<file path="config.mk">
export PLATFORM = sky130hd
export DESIGN_NAME = pps_time_top
export DESIGN_NICKNAME = d
export VERILOG_FILES = /design/src/hw/pps_time_pkg.sv /design/src/hw/pps_src_if.sv /design/src/hw/internal_pps_gen.sv /design/src/hw/ext_pps_qualifier.sv /design/src/hw/pps_timekeeper.sv /design/src/hw/pps_time_top.sv
export SDC_FILE = /design/constraint.sdc
export NUM_CORES = 1
export LEC_CHECK = 0
export ABC_AREA = 1
export BUFFER_PORTS_ARGS = -buffer_cell sky130_fd_sc_hd__buf_2
export CELL_PAD_IN_SITES_DETAIL_PLACEMENT = 0
export CELL_PAD_IN_SITES_GLOBAL_PLACEMENT = 2
export CORE_MARGIN = 2
export CORE_UTILIZATION = 30
export DETAILED_ROUTE_END_ITERATION = 6
export PLACE_DENSITY = 0.83
export SLEW_MARGIN = 10
export SYNTH_ARGS = -nofsm -noshare
export SYNTH_HDL_FRONTEND = slang
export SYNTH_SLANG_ARGS = --single-unit
</file>
<file path="constraint.sdc">
create_clock -name sys_clk_i -period 3.62 [get_ports sys_clk_i]
set_input_delay 0.362 -clock sys_clk_i [delete_from_list [all_inputs] [get_ports sys_clk_i]]
set_output_delay 0.362 -clock sys_clk_i [all_outputs]
set_load 0.01 [all_outputs]
</file>
<file path="src/hw/pps_time_pkg.sv">
`default_nettype none

package pps_time_pkg;

    // seconds, free-running cycle time and dead-time counts
    typedef logic [31:0] word_t;

    // trim added on top of the nominal internal period
    typedef logic [15:0] trim_t;

    // programmable holdoff, upshifted before use
    typedef logic [15:0] holdoff_t;
    typedef logic [31:0] holdoff_cnt_t;

    // nominal internal period in sys_clk_i cycles
    localparam int unsigned PPS_BASE_PERIOD = 200;

    // number of all-ones bits below the holdoff setting
    localparam int unsigned HOLDOFF_SHIFT = 4;

    // first sampled high cycle of pps_i to pps_flag_o
    localparam int unsigned EXT_FLAG_LATENCY = 3;

    typedef enum logic {
        HO_IDLE,
        HO_ACTIVE
    } holdoff_state_t;

endpackage

`default_nettype wire

</file>
<file path="src/hw/pps_src_if.sv">
`timescale 1ns/10ps
`default_nettype none

interface pps_src_if;
    import pps_time_pkg::*;

    // qualified external edge, one cycle
    logic ext_pulse;
    // external holdoff window is open
    logic in_holdoff;
    // internal generator tick, one cycle
    logic int_pulse;
    // trim currently applied by the internal generator
    trim_t trim_cur;

    modport ext_src (
        output ext_pulse,
        output in_holdoff
    );

    modport int_src (
        output int_pulse,
        output trim_cur
    );

    modport sink (
        input ext_pulse,
        input in_holdoff,
        input int_pulse,
        input trim_cur
    );

endinterface

`default_nettype wire

</file>
<file path="src/hw/internal_pps_gen.sv">
`timescale 1ns/10ps
`default_nettype none

module internal_pps_gen (
    input  logic                 sys_clk_i,
    input  logic                 runrst_i,
    input  logic                 en_i,
    input  pps_time_pkg::trim_t  trim_i,
    input  logic                 update_trim_i,
    pps_src_if.int_src           src
);
    import pps_time_pkg::*;

    word_t period_cnt;
    word_t period_last;

    // last count of the period, base plus trim minus one
    assign period_last = word_t'(PPS_BASE_PERIOD) + word_t'(src.trim_cur) - word_t'(1);

    // trim register, new value is picked up by the wrap compare
    always_ff @(posedge sys_clk_i) begin
        if (runrst_i) begin
            src.trim_cur <= '0;
        end else if (update_trim_i) begin
            src.trim_cur <= trim_i;
        end
    end

    // period counter and tick
    always_ff @(posedge sys_clk_i) begin
        if (runrst_i || !en_i) begin
            period_cnt    <= '0;
            src.int_pulse <= 1'b0;
        end else if (period_cnt >= period_last) begin
            // >= so a shrinking trim cannot let the counter run away
            period_cnt    <= '0;
            src.int_pulse <= 1'b1;
        end else begin
            period_cnt    <= period_cnt + word_t'(1);
            src.int_pulse <= 1'b0;
        end
    end

    // tick is a single-cycle strobe
    a_int_pulse_single: assert property (
        @(posedge sys_clk_i) disable iff (runrst_i)
        src.int_pulse |=> !src.int_pulse
    ) else $error("internal_pps_gen: int_pulse high for two cycles");

endmodule

`default_nettype wire

</file>
<file path="src/hw/ext_pps_qualifier.sv">
`timescale 1ns/10ps
`default_nettype none

module ext_pps_qualifier (
    input  logic                    sys_clk_i,
    input  logic                    runrst_i,
    input  logic                    pps_i,
    input  logic                    use_ext_i,
    input  pps_time_pkg::holdoff_t  holdoff_i,
    input  logic                    pps_flag_i,
    pps_src_if.ext_src              src
);
    import pps_time_pkg::*;

    logic           pps_reg;
    logic           pps_rereg;
    logic           pps_edge;
    holdoff_state_t state;
    holdoff_cnt_t   holdoff_cnt;
    holdoff_cnt_t   holdoff_load;

    // setting upshifted with all ones below it
    assign holdoff_load = holdoff_cnt_t'({holdoff_i, {HOLDOFF_SHIFT{1'b1}}});

    // two-stage synchronizer for pps_i
    always_ff @(posedge sys_clk_i) begin
        pps_reg   <= pps_i;
        pps_rereg <= pps_reg;
    end

    // rising edge, ignored during holdoff
    assign pps_edge = pps_reg && !pps_rereg && (state == HO_IDLE);

    always_ff @(posedge sys_clk_i) begin
        if (runrst_i) begin
            src.ext_pulse <= 1'b0;
        end else begin
            src.ext_pulse <= pps_edge;
        end
    end

    // holdoff fsm
    always_ff @(posedge sys_clk_i) begin
        if (runrst_i) begin
            state <= HO_IDLE;
        end else begin
            case (state)
                HO_IDLE: begin
                    if (use_ext_i && pps_flag_i) begin
                        state <= HO_ACTIVE;
                    end
                end
                HO_ACTIVE: begin
                    if (!use_ext_i || holdoff_cnt == '0) begin
                        state <= HO_IDLE;
                    end
                end
                default: state <= HO_IDLE;
            endcase
        end
    end

    // reloads while idle, counts down during holdoff
    always_ff @(posedge sys_clk_i) begin
        if (state == HO_IDLE) begin
            holdoff_cnt <= holdoff_load;
        end else begin
            holdoff_cnt <= holdoff_cnt - holdoff_cnt_t'(1);
        end
    end

    assign src.in_holdoff = (state == HO_ACTIVE);

    a_no_pulse_in_holdoff: assert property (
        @(posedge sys_clk_i) disable iff (runrst_i)
        src.ext_pulse |-> !src.in_holdoff
    ) else $error("ext_pps_qualifier: ext_pulse during holdoff");

endmodule

`default_nettype wire

</file>
<file path="src/hw/pps_timekeeper.sv">
`timescale 1ns/10ps
`default_nettype none

module pps_timekeeper (
    input  logic                  sys_clk_i,
    input  logic                  runrst_i,
    input  logic                  use_ext_i,
    input  logic                  trig_dead_i,
    input  logic                  load_sec_i,
    input  pps_time_pkg::word_t   sec_load_i,
    pps_src_if.sink               src,
    output logic                  pps_flag_o,
    output pps_time_pkg::word_t   cur_sec_o,
    output pps_time_pkg::word_t   cur_time_o,
    output pps_time_pkg::word_t   last_pps_o,
    output pps_time_pkg::word_t   llast_pps_o,
    output pps_time_pkg::word_t   cur_dead_o,
    output pps_time_pkg::word_t   last_dead_o,
    output pps_time_pkg::word_t   llast_dead_o
);

    logic pps_sel;

    // source select
    assign pps_sel = use_ext_i ? src.ext_pulse : src.int_pulse;

    always_ff @(posedge sys_clk_i) begin
        if (runrst_i) begin
            pps_flag_o <= 1'b0;
        end else begin
            pps_flag_o <= pps_sel;
        end
    end

    // running second, load wins over the flag increment
    always_ff @(posedge sys_clk_i) begin
        if (runrst_i) begin
            cur_sec_o <= '0;
        end else if (load_sec_i) begin
            cur_sec_o <= sec_load_i;
        end else if (pps_flag_o) begin
            cur_sec_o <= cur_sec_o + 32'd1;
        end
    end

    // free-running cycle time and dead-time count
    always_ff @(posedge sys_clk_i) begin
        if (runrst_i) begin
            cur_time_o <= '0;
            cur_dead_o <= '0;
        end else begin
            cur_time_o <= cur_time_o + 32'd1;
            if (trig_dead_i) begin
                cur_dead_o <= cur_dead_o + 32'd1;
            end
        end
    end

    // two-deep history, shifted on every flag
    always_ff @(posedge sys_clk_i) begin
        if (runrst_i) begin
            last_pps_o   <= '0;
            llast_pps_o  <= '0;
            last_dead_o  <= '0;
            llast_dead_o <= '0;
        end else if (pps_flag_o) begin
            last_pps_o   <= cur_time_o;
            llast_pps_o  <= last_pps_o;
            last_dead_o  <= cur_dead_o;
            llast_dead_o <= last_dead_o;
        end
    end

    a_history_shift: assert property (
        @(posedge sys_clk_i) disable iff (runrst_i)
        pps_flag_o |=> (llast_pps_o == $past(last_pps_o))
    ) else $error("pps_timekeeper: llast_pps_o did not take last_pps_o");

    // both sources give single-cycle strobes
    a_flag_single: assert property (
        @(posedge sys_clk_i) disable iff (runrst_i)
        pps_flag_o |=> !pps_flag_o
    ) else $error("pps_timekeeper: pps_flag high for two cycles");

endmodule

`default_nettype wire

</file>
<file path="src/hw/pps_time_top.sv">
`timescale 1ns/10ps
`default_nettype none

module pps_time_top (
    input  logic                    sys_clk_i,
    input  logic                    runrst_i,
    input  logic                    pps_i,
    input  logic                    use_ext_i,
    input  logic                    en_int_i,
    input  logic                    trig_dead_i,
    input  logic                    update_trim_i,
    input  logic                    load_sec_i,
    input  pps_time_pkg::trim_t     trim_i,
    input  pps_time_pkg::holdoff_t  holdoff_i,
    input  pps_time_pkg::word_t     sec_load_i,
    output pps_time_pkg::trim_t     trim_o,
    output logic                    pps_pulse_o,
    output logic                    pps_flag_o,
    output pps_time_pkg::word_t     cur_sec_o,
    output pps_time_pkg::word_t     cur_time_o,
    output pps_time_pkg::word_t     last_pps_o,
    output pps_time_pkg::word_t     llast_pps_o,
    output pps_time_pkg::word_t     cur_dead_o,
    output pps_time_pkg::word_t     last_dead_o,
    output pps_time_pkg::word_t     llast_dead_o
);

    // both candidate sources into the timekeeper
    pps_src_if src_if ();

    internal_pps_gen u_intpps (
        .sys_clk_i     (sys_clk_i),
        .runrst_i      (runrst_i),
        .en_i          (en_int_i),
        .trim_i        (trim_i),
        .update_trim_i (update_trim_i),
        .src           (src_if.int_src)
    );

    // the flag comes back to start the holdoff
    ext_pps_qualifier u_extpps (
        .sys_clk_i  (sys_clk_i),
        .runrst_i   (runrst_i),
        .pps_i      (pps_i),
        .use_ext_i  (use_ext_i),
        .holdoff_i  (holdoff_i),
        .pps_flag_i (pps_flag_o),
        .src        (src_if.ext_src)
    );

    pps_timekeeper u_time (
        .sys_clk_i    (sys_clk_i),
        .runrst_i     (runrst_i),
        .use_ext_i    (use_ext_i),
        .trig_dead_i  (trig_dead_i),
        .load_sec_i   (load_sec_i),
        .sec_load_i   (sec_load_i),
        .src          (src_if.sink),
        .pps_flag_o   (pps_flag_o),
        .cur_sec_o    (cur_sec_o),
        .cur_time_o   (cur_time_o),
        .last_pps_o   (last_pps_o),
        .llast_pps_o  (llast_pps_o),
        .cur_dead_o   (cur_dead_o),
        .last_dead_o  (last_dead_o),
        .llast_dead_o (llast_dead_o)
    );

    assign trim_o      = src_if.trim_cur;
    assign pps_pulse_o = src_if.in_holdoff;

endmodule

`default_nettype wire

</file>
# Word-level counts from Yosys, hierarchy flattened
# Index checks and enable logic that the tools add are counted.
[op_classes]
add_sub_neg = 7
magnitude_cmp = 1
n_mux = 8
bitwise = 1
reduce_logical = 11
[op_table]
columns = ["operator", "count"]
rows = [
  ["$add 32x1->32 const B", 4],
  ["$mux 32", 2],
  ["$sub 32x1->32 const B", 2],
  ["$ge 32x32->1", 1],
  ["$logic_not 32->1", 1],
  ["$mux 20", 1],
  ["$add 8x16->17 const A", 1],
  ["$mux 1", 4],
  ["$logic_and 1x1->1", 3],
  ["$logic_not 1->1", 3],
  ["$logic_or 1x1->1", 2],
  ["$pmux 1 s2", 1],
  ["$reduce_bool 2->1", 1],
  ["$reduce_or 2->1", 1],
  ["$not 1->1", 1],
]
[totals]
ff_bits = 310
inputBits = 72
out_inout_bits = 242
elab_cells = 45

# Depth between registers and ports, before layout
[logic_depth]
word_depth = 4
mapped_depth = 24

# Cells and area by module
# From an unflattened synthesis, not the netlist that was laid out.
[hier_totals]
hier_cells = 2003
area_unflattened_um2 = 14214.9
[by_module_without_submodules]
columns = ["mod", "instances", "cells_each", "area_per_inst_um2", "seq_area_each_um2"]
rows = [
  ["pps_timekeeper", 1, 1391, 9719.3, 4504.3],
  ["internal_pps_gen", 1, 295, 2501.1, 980.9],
  ["ext_pps_qualifier", 1, 317, 1994.4, 720.7],
]

# Least setup slack after synthesis
# No wires, ideal clock.
[synth_path]
path_type = "register to register"
start = "register u_intpps.src.trim_cur[3]"
end = "register u_intpps.period_cnt[0]"
t_arrival_ns = 2.719
path_slack_ns = 0.785
path_stages_with_launch = 21
path_cell_list = "dfxtp_1 -> ha_1 -> nand2_2 -> nand3_1 -> nand2_1 -> xnor2_2 -> nor3_1 -> nand2_1 -> nand2_1 -> nand2_1 -> ha_1 -> nand2_1 -> inv_1 -> nand3_1 -> nor3_1 -> nand2_1 -> nand2_1 -> nand2_1 -> nand4_1 -> buf_2 -> nor2_1"
[synth_via]
elab_chain_cells = 4
[synth_lines]
columns = ["item", "line_no", "rtl"]
rows = [
  ["start: declaration", "pps_src_if.sv:23", "output trim_cur"],
  ["start signal: assignment", "internal_pps_gen.sv:25", "src.trim_cur <= trim_i;"],
  ["$add 8x16->17", "internal_pps_gen.sv:18", "assign period_last = word_t'(PPS_BASE_PERIOD) + word_t'(src.trim_cur) - word_t'(1);"],
  ["$sub 32x1->32", "internal_pps_gen.sv:18", ""],
  ["$ge 32x32->1", "internal_pps_gen.sv:34", "end else if (period_cnt >= period_last) begin"],
  ["$reduce_or 2->1 (no source line)", "-", ""],
  ["end signal: assignment", "internal_pps_gen.sv:39", "period_cnt <= period_cnt + word_t'(1);"],
  ["end: declaration", "internal_pps_gen.sv:14", "word_t period_cnt;"],
]
# No other way between the ends.
# A chain may end at the register's enable or synchronous reset.

# Final worst setup path
[layout_path]
start = "register u_intpps.src.trim_cur[0]"
end = "register u_intpps.period_cnt[14]"
# The elaborated chain is that of the path after synthesis.

==> metrics <==
largest net degree at the start of global routing=104; top sig layer=met5; Metal-1 WL=22,100 um; flops & latches, synth=310; Via density=4.66; MaxCap Viol Count=0; post-route antenna net violation count=0; Async S/R FF share, synth=0%; CP most frequent cell=nand2_1; Placer Congestion=0.858; Setup TNS Final=0 ps; IO Port Bufs=313; final setup vio count=0; CP Cell Sequence=inv_1 -> ha_1 -> nand2_1 -> nor2_1 -> nand2_1 -> nor2_2 -> nand3_1 -> nor2_1 -> nand2_1 -> nor2_1 -> nand3_1 -> nand2_1 -> inv_1 -> ha_1 -> nand2_1 -> inv_1 -> nand3_1 -> nor3_1 -> nand2_1 -> nand2_1 -> nand2_1 -> nand4_1 -> buf_6 -> nor2_1; Slowest-stage cell, CP=dfxtp_1; Worst-Margin Slew=931 ps; Worst VDD drop=0.264 mV; CTS tree=built; # DRC=0; drt total wl=48,700 um; Sequential Area=6210 um^2; main flop type after synthesis=dfxtp_1; Tot GR Track Use=18.2%; Total Power=8.24 mW; Leakage Power=8.28 nW; Post-CTS Setup Inserts=0; Power Density=440 nW/um^2; outcome=finished clean; Crit path max-delay family=simple AND/OR/NAND/NOR gates; Setup Skew=15.4 ps; utilization after layout=37.6%; setup ws final=459 ps; CP Launch Type=flip-flop; Reg power frac=44.6%; Die W=228 um; syn avg cell area=6.99 um^2; met3 WL=3100 um; Worst-Skew Late Latency=550 ps; Bufs on Longest Clock Path=3; Worst EP required=4040 ps; Synth area leader=dfxtp_1; Rel. slew slack=37.9%; Commonest cells post-synth=408 x nand2_1, 390 x nor2_1, 310 x dfxtp_1; Die H=228 um; Sw Pwr=2.10 mW; CTS Buf Count=38; FP Rows=82; grt total ovfl=0; Final period util=87.3%; Layout fillers=5,396; Root Buffer=clkbuf_16; HP Class=in2reg; top cells by area, synth=dfxtp_1 41%, nand2_1 10%, nor2_1 9.7%, o21ai_0 6.2%, a21oi_1 5.1%; RSZ-0062 raised after global routing=no; total vias in the final route=14,800; htree depth=2; area occupied by multi-input gates=7860 um^2; crit end category=flip-flop; top-count cell post-synth=nand2_1; initial antenna violation count=10; Clock power frac=46.9%; share of the synthesized area in the top cell type=41.2%; combinational share of power=8.5%; count of cell types in the netlist=44; Critical path buffers and inverters=4; Cell Area, Placed=17,300 um^2; Ys Warns=0; max-slew violation count=0; Initial Utilization=30.2%; drt wl/cell=15.3 um; first-pass GRT wire length=77,000 um; switching share of power=25.5%; CP Class=reg2reg; synthesis-to-finish area growth=24.2%; slowest stage delay, CP=320 ps; min cycle time layout=3160 ps; die area=52,000 um^2; met2 routed WL=22,200 um; highest clock rate=0.316 GHz; DRT Pass-1 Iters=5; DP HPWL=36,200 um; Syn Std Cell Area=15,100 um^2; Cells after Synth=2,157; Critical Path AT=3580 ps; EDFF count, synth=0; P_int=6.14 mW; clk slew on worst S/H paths=60 ps; Critical Path Fanout Max=32; layout cells sized above 1=18.1%; fin area=18,700 um^2; Place WS=295 ps; I/O pin count=314; final-report hold violation count=0; total core area=49,900 um^2; vias in the first global route=14,200; Final #Nets=2,581; Seq/Total Area, Yosys=41.2%; Iteration-0 DRC Markers=735; clock sink total=310
[cells by family after synthesis]
logic type,share of synthesized area [%]
AND/OR/NAND/NOR,30.6
AO/OA/AOI/OAI,13.5
flip-flops,41.2
other,0.0249
XOR/XNOR,4.41
buffers and inverters,7.03
adder cells (fa/ha/maj),3.24
[worst paths after layout]
kind                             from                        to  slack, ps  depth (start not counted)
max          u_intpps.src.trim_cur[0]   u_intpps.period_cnt[14]        460                         24
max reg2reg  u_intpps.src.trim_cur[0]   u_intpps.period_cnt[14]        460                         24
min                     holdoff_i[11]  u_extpps.holdoff_cnt[15]         40                          3
min reg2reg          u_extpps.pps_reg        u_extpps.pps_rereg        350                          0
[tightest hold or removal path, stage by stage]
cell     delay, ps
buf_2           80
nand2_1         50
o21ai_0         60
[layer usage]
metal	vias up	global-route usage, %
met5	-	0
met3	82	5.18
met1	6738	23.2
met2	296	29.6
li1	7669	-
met4	10	5.58
[power groups by stage]
stage	registers (mW)	clock network [mW]	logic, mW
finish	3.67	3.86	0.700
global placement	3.74	0	0.693
CTS	3.67	4.01	0.710
detailed placement	3.75	0	0.699
global route	3.69	4.13	0.790
floorplan	3.77	0	0.367
[metrics by stage]
step	std cells	hold slack [ps]
after global placement	3092	345
final	3176	36.5
after global routing	3175	18.4
after floorplan	2171	331
after CTS	3171	0.489
after detailed placement	3092	342
[timing repair]
action,in CTS,in global routing
hold buffers,10,0
endpoints found under the hold margin,10,0
endpoints found under the setup margin,0,32
gates resized for setup,0,2
[layout make-up]
type | instances | area share (%)
well taps | 672 | 4.49
repair buffers | 333 | 9.39
diodes | 5 | 0.0668
multi-input cells | 1583 | 42.0
clock buffers | 56 | 6.08
clock inverters | 13 | 0.728
flip-flops and latches | 310 | 33.2
inverters | 204 | 4.10
[cells in the final DEF (no fill, tap or decap), types with 9 or more instances in the layout]
cell and instances:
clkbuf_16 38, xor2_1 52, ha_1 39, conb_1 15, nor2_1 390, o21ai_0 187
dfxtp_1 308, nor2_2 19, buf_2 313, nand2_1 408, or2_2 10, a22oi_1 21
dlygate4sd3_1 10, clkbuf_8 12, o21ai_1 9, inv_1 195, a31oi_1 11, xnor2_1 22
a21oi_1 153, nand4_1 39, nand3b_1 11, nand3_1 87, nor3_1 62
(Power assumes the default switching activity.)
